===== src/hdl/md5Pkg.sv =====
`default_nettype none

package md5Pkg;

  parameter int WordWidth = 32;
  parameter int ChunkWords = 16;
  parameter int NumSteps = 64;

  typedef logic [WordWidth-1:0] md5Word;

  typedef struct packed {
    md5Word a;
    md5Word b;
    md5Word c;
    md5Word d;
  } md5State;

  // word 0 sits in the lowest 32 bits.
  typedef md5Word [ChunkWords-1:0] md5Chunk;

  typedef struct packed {
    md5State state;
    md5Chunk chunk;
  } md5Job;

  // floor(abs(sin(i + 1)) * 2^32) for each step.
  localparam md5Word ConstTable [NumSteps] = '{
    32'hd76aa478, 32'he8c7b756, 32'h242070db, 32'hc1bdceee,
    32'hf57c0faf, 32'h4787c62a, 32'ha8304613, 32'hfd469501,
    32'h698098d8, 32'h8b44f7af, 32'hffff5bb1, 32'h895cd7be,
    32'h6b901122, 32'hfd987193, 32'ha679438e, 32'h49b40821,
    32'hf61e2562, 32'hc040b340, 32'h265e5a51, 32'he9b6c7aa,
    32'hd62f105d, 32'h02441453, 32'hd8a1e681, 32'he7d3fbc8,
    32'h21e1cde6, 32'hc33707d6, 32'hf4d50d87, 32'h455a14ed,
    32'ha9e3e905, 32'hfcefa3f8, 32'h676f02d9, 32'h8d2a4c8a,
    32'hfffa3942, 32'h8771f681, 32'h6d9d6122, 32'hfde5380c,
    32'ha4beea44, 32'h4bdecfa9, 32'hf6bb4b60, 32'hbebfbc70,
    32'h289b7ec6, 32'heaa127fa, 32'hd4ef3085, 32'h04881d05,
    32'hd9d4d039, 32'he6db99e5, 32'h1fa27cf8, 32'hc4ac5665,
    32'hf4292244, 32'h432aff97, 32'hab9423a7, 32'hfc93a039,
    32'h655b59c3, 32'h8f0ccc92, 32'hffeff47d, 32'h85845dd1,
    32'h6fa87e4f, 32'hfe2ce6e0, 32'ha3014314, 32'h4e0811a1,
    32'hf7537e82, 32'hbd3af235, 32'h2ad7d2bb, 32'heb86d391
  };

  // four rotate amounts per round.
  localparam int ShiftTable [16] = '{
    7, 12, 17, 22,
    5, 9, 14, 20,
    4, 11, 16, 23,
    6, 10, 15, 21
  };

  function automatic md5Word stepConstant(input int stepIdx);
    return ConstTable[stepIdx];
  endfunction

  function automatic int stepShift(input int stepIdx);
    return ShiftTable[(stepIdx / 16) * 4 + (stepIdx % 4)];
  endfunction

  function automatic int stepWordIndex(input int stepIdx);
    case (stepIdx / 16)
      0:
      begin
        return stepIdx;
      end
      1:
      begin
        return (5 * stepIdx + 1) % 16;
      end
      2:
      begin
        return (3 * stepIdx + 5) % 16;
      end
      default:
      begin
        return (7 * stepIdx) % 16;
      end
    endcase
  endfunction

  // F, G, H and I by round.
  function automatic md5Word roundMix(input int stepIdx, input md5Word b, input md5Word c,
                                      input md5Word d);
    case (stepIdx / 16)
      0:
      begin
        return (b & c) | (~b & d);
      end
      1:
      begin
        return (d & b) | (~d & c);
      end
      2:
      begin
        return b ^ c ^ d;
      end
      default:
      begin
        return c ^ (b | ~d);
      end
    endcase
  endfunction

endpackage

`default_nettype wire


===== src/hdl/md5ResultBuffer.sv =====
`timescale 1ns/1ns
`default_nettype none

module md5ResultBuffer #(
  parameter int BufDepth = 8
) (
  input  logic            clk,
  input  logic            rstN,
  input  logic            pushValid,
  input  md5Pkg::md5State pushState,
  input  logic            outCredit,
  output logic            outValid,
  output md5Pkg::md5State outState,
  output logic            inCredit
);

  localparam int PtrWidth = $clog2(BufDepth);
  localparam int CountWidth = $clog2(BufDepth + 1);
  localparam int CreditWidth = 16;

  md5Pkg::md5State mem [BufDepth];

  logic [PtrWidth-1:0]    wrPtr;
  logic [PtrWidth-1:0]    rdPtr;
  logic [CountWidth-1:0]  fillCount;
  logic [CreditWidth-1:0] creditCount;
  logic                   pop;

  assign pop = (fillCount != '0) && (creditCount != '0);

  always_ff @(posedge clk)
  begin
    if (pushValid)
    begin
      mem[wrPtr] <= pushState;
    end
    if (pop)
    begin
      outState <= mem[rdPtr];
    end
  end

  always_ff @(posedge clk or negedge rstN)
  begin
    if (!rstN)
    begin
      wrPtr <= '0;
      rdPtr <= '0;
      fillCount <= '0;
      creditCount <= '0;
      outValid <= 1'b0;
      inCredit <= 1'b0;
    end
    else
    begin
      if (pushValid)
      begin
        wrPtr <= (wrPtr == PtrWidth'(BufDepth - 1)) ? '0 : wrPtr + 1'b1;
      end
      if (pop)
      begin
        rdPtr <= (rdPtr == PtrWidth'(BufDepth - 1)) ? '0 : rdPtr + 1'b1;
      end
      fillCount <= fillCount + CountWidth'(pushValid) - CountWidth'(pop);
      creditCount <= creditCount + CreditWidth'(outCredit) - CreditWidth'(pop);
      outValid <= pop;
      inCredit <= outValid; // slot returned the cycle after transfer.
    end
  end

endmodule

`default_nettype wire


===== config.mk =====
export PLATFORM = sky130hd
export DESIGN_NAME = md5ResultBuffer
export DESIGN_NICKNAME = d
export VERILOG_FILES = /design/src/hdl/md5Pkg.sv /design/src/hdl/md5ResultBuffer.sv
export SDC_FILE = /design/constraint.sdc
export NUM_CORES = 1
export LEC_CHECK = 0
export BUFFER_PORTS_ARGS = -buffer_cell sky130_fd_sc_hd__buf_2
export CORE_MARGIN = 4
export CORE_UTILIZATION = 35
export CTS_CLUSTER_SIZE = 40
export DETAILED_ROUTE_END_ITERATION = 8
export GPL_TIMING_DRIVEN = 0
export PLACE_DENSITY = 0.49
export SYNTH_ARGS = -nofsm -noshare
export SYNTH_HDL_FRONTEND = slang
export SYNTH_SLANG_ARGS = --single-unit

===== constraint.sdc =====
create_clock -name clk -period 15.19 [get_ports clk]
set_clock_uncertainty 0.05 [all_clocks]
set_input_delay 1.519 -clock clk [delete_from_list [all_inputs] [get_ports clk]]
set_output_delay 1.519 -clock clk [all_outputs]
set_load 0.05 [all_outputs]

# ---- Word level (Yosys, flattened, before mapping)
# Memories as Yosys holds them, arrays and structs flattened. A register that Yosys moved wholly into a read port is not among the register bits.
# Index checks and enable logic that the tools add are counted.
dict set report totals {
  ff_bits 28
  mem_bits_rw 1024
  inputBits 132
  out_inout_bits 130
  word_cells 22
  mem_count 1
}
# memory words width read_ports rd_clocked_by_memory_dff wr line_no
set memory_table {}
lappend memory_table {mem 8 128 1 1 1 md5ResultBuffer.sv:21} ;# md5Pkg::md5State mem [BufDepth];
dict set report op_classes {
  addsub 6
  n_eq_ne 2
  mux 4
  reduce_logical 3
}
# op count
set ops {}
lappend ops {{adder 16 x 1 -> 16 bit} 1}
lappend ops {{nonzero test 16 bit} 1}
lappend ops {{subtractor 16 x 1 -> 16 bit} 1}
lappend ops {{adder 3 x 1 -> 3 bit (second input constant)} 2}
lappend ops {{== test 3 bit (second input constant)} 2}
lappend ops {{2-to-1 mux 3 bit} 2}
lappend ops {{adder 4 x 1 -> 4 bit} 1}
lappend ops {{nonzero test 4 bit} 1}
lappend ops {{subtractor 4 x 1 -> 4 bit} 1}
lappend ops {{2-to-1 mux 1 bit} 2}
lappend ops {{logical AND 1 bit} 1}

# ---- Depth between registers and ports, before layout
# Gate-level depths: netlist of run 1.
dict set report logic_depth {
  depth_word 3
  ltp_mapped 14
  mapped_depth_nobuf 14
}

# ---- Worst setup path after synthesis of run 1
# Ideal clock, no wire load.
dict set report synth_path {
  path_kind {input -> register}
  start {input port pushValid}
  end {memory mem[0][0] (netlist name) (enable)}
  setup_ps 772
  arrival_time_ps 10253
  t_required_ps 14368
  setup_slack_ps 4115
  cell_stages 2
  n_path_buf 0
  path_cell_list {nand2b_1 -> nor3_1}
}
dict set report synth_via {
  elab_chain_cells 2
}
# item line_no
set synth_lines {}
lappend synth_lines {{from (decl)} md5ResultBuffer.sv:9} ;# input logic pushValid,
lappend synth_lines {{2-to-1 mux 1 bit} md5ResultBuffer.sv:33} ;# if (pushValid)
lappend synth_lines {{2-to-1 mux 1 bit (not written as such)} md5ResultBuffer.sv:35} ;# mem[wrPtr] <= pushState;
lappend synth_lines {{to (decl)} md5ResultBuffer.sv:21}
# No other way between the ends.

# ---- Worst setup path after layout of run 1
dict set report layout_path {
  start {register creditCount[8]}
  end {register creditCount[14]}
}
dict set report layout_via {
  elab_chain_cells 3
  word_cells_on_any_way 4
  cone_classes {add/sub: 2; reduce/logical: 2}
}
# item line_no
set layout_lines {}
lappend layout_lines {{from (decl)} md5ResultBuffer.sv:26} ;# logic [CreditWidth-1:0] creditCount;
lappend layout_lines {{from (signal assigned)} md5ResultBuffer.sv:65} ;# creditCount <= creditCount + CreditWidth'(outCredit) - CreditWidth'(pop);
lappend layout_lines {{branches (longest 2 deep; another with adder 16 x 1 -> 16 bit)} --}
lappend layout_lines {{subtractor 16 x 1 -> 16 bit *} md5ResultBuffer.sv:65}
# Mark *: on every way between the ends.
# A chain may end at the register's enable or synchronous reset.

==> results.md, run 1 <==
- Status: finished clean
- Final Hold Vio Count: 0
- Number of antenna violations at the first check in global routing: 32
- Unrepaired setup endpoints after global routing: false
- Die width: 363 um
- Crit path DAT: 4.19 ns
- Main combinational cell family by area after synthesis: multiplexers
- Area leader, netlist: edfxtp_1
- #FFs+latches synth: approximately 1,200
- Final setup fails: 0
- Global route overflow: 0
- Initial core utilization: 35.4%
- R2R setup slack: 11.59 ns
- NumNets Final: 2,446
- Post-synthesis cell area: roughly 44,000 sq um
- Area grow syn2layout: 20.1%
- Fillers: 10,700
- Top cell type's share of synthesized area: 78.4%
- Dpl hpwl: 65,900 um
- Commonest non-fill, non-tap cell in the layout: edfxtp_1
- Post-synthesis xor/xnor area fraction: less than 1%
- CP Capture Type: register
- Share of cells above drive strength 1: 39.8%
- Compound-Gate Fraction of Synth Area: less than 1%
- Fin crit period: 3.60 ns
- Power density over cell area: 211 nW/um^2
- Total setup buffers inserted after CTS: 0
- Fmax: about 280 MHz
- Num rows: 129
- Post-route ant nets: 0
- Via count: 19,800
- Simple-Gate Fraction of Synth Area: 0.647%
- Max VDD drop: 0.151 mV
- DRT Pass-1 Iters: 6
- TritonCTS Buffers: 132
- Clock Tree Buf Depth: 3
- Cts-stage hold buffer count: 0
- Vias per cell: 4.92
- First-pass GRT wire length: 151,000 um
- Clock root buffer: clkbuf_16
- Die H: approximately 360 um
- Leak: 17.5 nW
- Worst-Margin Slew: between 1 and 1.5 ns
- Final Max Tran Viols: 0
- Area of the multi-input gates: 8450 sq um
- Syn Nets: approximately 2,000
- Clock Pin Slew Worst Setup and Hold Paths: about 0.060 ns
- Die ar.: 132,000 sq um
- Vias in the first global route: 21,500
- Synth Instances: approximately 1,800
- Required @ worst endpoint: 15.78 ns
- Worst Path Class, Setup: reg -> reg
- Iteration-0 DRC Markers: 1,685
- CTS tree: yes
- Clock sink total: ~1,200
- Core ar.: 124,000 sq um
- Largest net degree at the start of global routing: 79
- Clock insertion delay at the later pin of the skew report: about 0.71 ns
- Final Cycle Share: 23.7%
- H-tree Lvls: 4
- Routability congestion estimate from global placement: 0.722
- Routed WL: 104,000 um
- Max-cap violations: 0
- All-Layer GR Usage: 15.9%
- PostCTS Resize Cnt: 0
- Proportion of synthesized area in mux cells: roughly 17%
- Total chip power: 11.2 mW
- Mean Syn Cell Area: approximately 24 sq um
- Register area share after synthesis: 80.0%
- I/O Buffers: 261
- Worst Hold Class: reg -> reg
- Yosys warning count: 0
- FF/Latch Area: 35,300 sq um
- Hold WS: 0.316 ns
- Drt wl/cell: 25.7 um
- Most frequent cells in the layout: edfxtp_1 (1,152), buf_2 (289), mux4_2 (256)
- # DRC: 0
- Slew headroom: 17.5%
- Max FO, Critical Path: 9
- Adder-cell share of the synthesized area: 0.942%
- Area contributors post-synth: edfxtp_1 (78%), mux4_2 (13%), mux2_2 (3.4%), dfrtp_1 (1.6%), ha_1 (0.85%)
- Startpoint types: register
- I/O pin total: 262
- Synth unique cells: 41
## logic make-up (layout without fill, tap and decap cells)
family,after synthesis,count (layout)
flops,1180,1180
mux,392,392
buf+inv,100,675
simple gates,56,56
compound gates,36,36
fa+ha+maj,32,32
xor+xnor,14,14
other cells,0,14
## layout make-up
cell class              count  share of cell area, %
inverters                  28                  0.213
clock inverters            61                  0.976
diodes                     14                 0.0662
repair buffers            338                   4.92
multi-input cells         530                   16.0
flip-flops and latches   1180                   66.7
plain buffers              72                  0.586
clock buffers             176                   6.75
well taps                1637                   3.87
## routing by layer
layer	share of wire, %	wire length, um	global-route usage [%]	vias to the layer above
met4	1.9	2010	4.23	14
met1	42	43800	20.9	10600
met2	51	52500	26.8	427
met3	5.1	5290	3.53	147
met5	0.10	108	0	-
li1	-	-	-	8634
## worst max-delay path, stage by stage, from the launching register on
cell	delay, ns
dfrtp_1	0.38
inv_1	0.09
ha_1	0.19
nand4_1	0.12
nor2_1	0.10
nand3_1	0.11
nand2_1	0.34
o21ai_0	0.16
ha_1	0.24
fa_1	0.44
a21o_4	0.24
a221oi_4	0.35
o211ai_2	0.14
a2111oi_2	0.41
xnor2_1	0.16
## per-stage QoR
stage	utilization, %	TNS (ns)	cell area, sq um	cells	setup slack, ns
after CTS	42.5	0	52900	4022	11.54
after detailed placement	39.2	0	48800	3785	10.95
final	42.5	0	52900	4036	11.59
after global routing	42.5	0	52900	4025	11.31
after global placement	38.1	-1926.06	47500	3708	-7.59
after floorplan	-	0	44100	1810	4.12
## final timing paths
path                           startpoint               to  cells past startpoint
min                              outValid         inCredit                      0
max reg2reg                creditCount[8]  creditCount[14]                     14
max                        creditCount[8]  creditCount[14]                     14
max in group asynchronous            rstN   creditCount[9]                      1
min reg2reg                      outValid         inCredit                      0
min in group asynchronous            rstN   creditCount[8]                      1
## flip-flops by register name (all words and copies together) (netlist names)
signal,cells
creditCount,16
fillCount,4
inCredit,1
mem,1024
outState,128
outValid,1
rdPtr,3
wrPtr,3
## power breakdown
| group | switching (mW) | internal, mW | leakage [nW] |
|---|---|---|---|
| Sequential | 0.190 | 4.34 | 11.0 |
| Combinational | 2.21 | 1.44 | 4.57 |
| Clock | 1.25 | 1.76 | 1.99 |
| Total | 3.65 | 7.54 | 17.5 |
## Yosys cell counts, drive strengths merged
| master | count |
|---|---|
| a2111oi | 3 |
| a211o | 1 |
| a211oi | 1 |
| a21o | 3 |
| a21oi | 13 |
| a221oi | 2 |
| a31oi | 1 |
| and2 | 1 |
| and3 | 1 |
| and4 | 1 |
| buf | 38 |
| clkbuf | 34 |
| dfrtp | 28 |
| edfxtp | 1152 |
| fa | 2 |
| ha | 30 |
| inv | 28 |
| mux2 | 134 |
| mux2i | 2 |
| mux4 | 256 |
| nand2 | 10 |
| nand2b | 9 |
| nand3 | 4 |
| nand4 | 2 |
| nor2 | 17 |
| nor2b | 1 |
| nor3 | 4 |
| nor3b | 4 |
| o211ai | 2 |
| o21ai | 8 |
| o21bai | 2 |
| or2 | 2 |
| xnor2 | 11 |
| xor2 | 3 |
Power figures use the tool's default switching activity.
==> inputs of run 2 (changes only) <==
Settings changed: ABC_AREA set to 1.
Clock period 15.19 ns to 3.6 ns, I/O delays scaled along.
==> results.md, run 2 <==
- CP most frequent cell: nand2_1
- Iteration-0 DRC Markers: 2,488
- Die H: 370 um
- Routed WL: 133,000 um
- CP bufs+invs: 1
- Post-route ant nets: 0
- Unrepaired setup endpoints after global routing: false
- DRT Pass-1 Iters: 5
- Final Max Tran Viols: 0
- Fmax: 353 MHz
- Vias per cell: between 4 and 5
- I/O pin total: 262
- Clock root buffer: clkbuf_16
- Pre-CTS setup slack: 0.747 ns
- DR WL met3: 8270 um
- Routability congestion estimate from global placement: 0.740
- TritonCTS Buffers: 131
- Worst Hold Class: in -> async
- NumNets Final: 4,303
- Metal2 WL: 61,400 um
- Area leader, netlist: edfxtp_1
- CTS tree: yes
- Worst-path cell with the longest stage delay: fa_1
- Switch Pwr: between 20 and 25 mW
- Most common cell in the netlist: edfxtp_1
- Setup TNS: 0 ns
- Area contributors post-synth: edfxtp_1 (75%), nor2_1 (6.5%), o21ai_1 (4.5%), o21ai_0 (4.0%), nand2_1 (3.9%)
- Leak: 20.0 nW
- Max-cap violations: 0
- Worst Path Class, Setup: reg -> reg
- Clock insertion delay at the later pin of the skew report: 0.74 ns
- First-pass GRT wire length: 193,000 um
- Syn Nets: roughly 3,700
- Vias in the first global route: ~28,000
- Max VDD drop: 0.616 mV
- Core ar.: approximately 130,000 sq um
- # DRC: 0
- Worst-Margin Slew: 0.984 ns
- PostCTS Resize Cnt: 0
- Share of cells above drive strength 1: 13.5%
- Dpl hpwl: 84,900 um
- All-Layer GR Usage: 19.2%
- #FFs+latches synth: roughly 1,200
- Num rows: 132
- Initial core utilization: 35.4%
- Top_reg_cell synth: edfxtp_1
- FF/Latch Area: 35,300 sq um
- Fillers: ~12,000
- Delay-heaviest family, CP: simple AND/OR/NAND/NOR gates
- Required @ worst endpoint: 4.18 ns
- Clock power share: 25.1%
- Synth unique cells: 26
- Clock Tree Buf Depth: 3
- Post-synthesis cell area: about 46,000 sq um
- Setup WS post-layout: approximately 0.77 ns
- Status: finished clean
- Area of the multi-input gates: 9400 sq um
- Top cell type's share of synthesized area: 75.3%
- Wl on met1: 59,500 um
- Largest net degree at the start of global routing: 73
- Crit path DAT: 3.41 ns
- Cell Int Power: 30.3 mW
- Mean Syn Cell Area: about 13 sq um
- Flop pwr share: 36.6%
- Final Cycle Share: 78.7%
- CP Cell Sequence: inv_1 > ha_1 > nand3_1 > nor2_1 > nand3_1 > nand3_1 > o21ai_0 > ha_1 > fa_1 > nand2_1 > nand2_1 > nand3_1 > nand2_1 > nand3_1 > nand2_1 > nand2_1 > nand2_1
- Synth Instances: 3,564
- Clock Pin Slew Worst Setup and Hold Paths: 0.06 ns
- CP Capture Type: register
- Max FO, Critical Path: 4
- Final Hold Vio Count: 0
- Largest regs: mem (1024), outState (128), creditCount (16)
- Post-synth EDFFs: 1,152
- Fin crit period: between 2 and 3 ns
- Die ar.: 137,000 sq um
- Power density over cell area: slightly above 900 nW/um^2
- Yosys warning count: 0
- H-tree Lvls: 4
- Area grow syn2layout: 21.8%
- Clock sink total: 1,180
- Fraction of registers with async set/reset: under 10%
- Slew headroom: 34.4%
- Max reg flops: 1,024
- Drt wl/cell: around 22 um
- Total setup buffers inserted after CTS: 0
- Combinational share of power: between 30% and 40%
- Number of antenna violations at the first check in global routing: 22
- I/O Buffers: 261
- Startpoint types: register
- Net Sw Frac: 40.1%
- Largest Register: mem
- Commonest non-fill, non-tap cell in the layout: edfxtp_1
- Via count: 29,000
- Top Layer Used: met5
- Synth cell count leaders: edfxtp_1 (1,152), nor2_1 (793), nand2_1 (477)
- Die width: 370 um
- Final setup fails: 0
- Global route overflow: 0
- Register area share after synthesis: between 70% and 80%
- Most frequent cells in the layout: edfxtp_1 (1,152), nor2_1 (785), nand2_1 (477)
- CP max stage delay: 0.44 ns
[run 2: final cells by class]
cell class	count	area share [%]
inverters	65	0.449
plain buffers	198	1.93
diodes	13	0.0581
flip-flops and latches	1180	63.0
multi-input cells	2121	16.8
repair buffers	442	6.68
well taps	1742	3.89
clock inverters	70	0.954
clock buffers	163	6.22
[run 2: path summary, 6_finish.rpt]
check                                     from               to  slack (ns)  cells after the start
max in group asynchronous                 rstN   creditCount[0]        2.81                      2
min in group clk                      outValid         inCredit        0.32                      0
worst min-delay path                      rstN     fillCount[2]        0.19                      2
worst min register to register        outValid         inCredit        0.32                      0
worst max-delay path            creditCount[8]  creditCount[10]        0.77                     17
worst max register to register  creditCount[8]  creditCount[10]        0.77                     17
[run 2: kinds of logic (layout without fill, tap and decap cells)]
group	after synthesis	after routing	share of synthesized area [%]
flip-flops	1180	1180	76.8
buffers and inverters	263	938	2.88
adder cells (fa/ha/maj)	32	32	0.904
AND/OR/NAND/NOR	1295	1295	10.7
XOR/XNOR	9	9	0.172
other	0	13	0
AO/OA/AOI/OAI	785	785	8.57
[run 2: power by group through the flow]
stage | logic [mW] | registers (mW) | clock network [mW]
after floorplan | 9.45 | 21.6 | 0
after global placement | 19.0 | 19.2 | 0
after detailed placement | 19.5 | 18.9 | 0
after CTS | 19.8 | 18.6 | 13.0
after global routing | 21.4 | 18.7 | 13.6
final | 19.4 | 18.6 | 12.7
[run 2: metal layers]
layer,global-route usage [%],up-vias
met5,0,-
met4,6.52,8
met3,3.54,201
met2,30.3,805
met1,26.9,14200
li1,-,13800
[run 2: worst reg2reg max path, delay by kind of cell (launching register included)]
family	cells	cell delay [ns]
flops	1	0.38
compound gates	1	0.12
fa+ha+maj	3	0.85
buf+inv	1	0.09
simple gates	12	1.24
[run 2: stage by stage]
step	power (mW)	cells	util (%)	hold WS, ns	instance area [sq um]
6_report	50.7	5994	43.1	0.193	56000
4_1_cts	51.4	5981	43.1	0.160	56000
5_1_grt	53.7	5983	43.1	0.247	56000
2_1_floorplan	31.0	3564	-	0.0144	46000
3_3_place_gp	38.3	5567	38.1	0.301	49500
3_5_place_dp	38.4	5617	39.0	0.308	50600
[run 2: repair_timing]
| action | CTS | global route |
|---|---|---|
| endpoints found under the hold margin | 1057 | 0 |
| endpoints found under the setup margin | 0 | 0 |
| hold buffers | 131 | 0 |
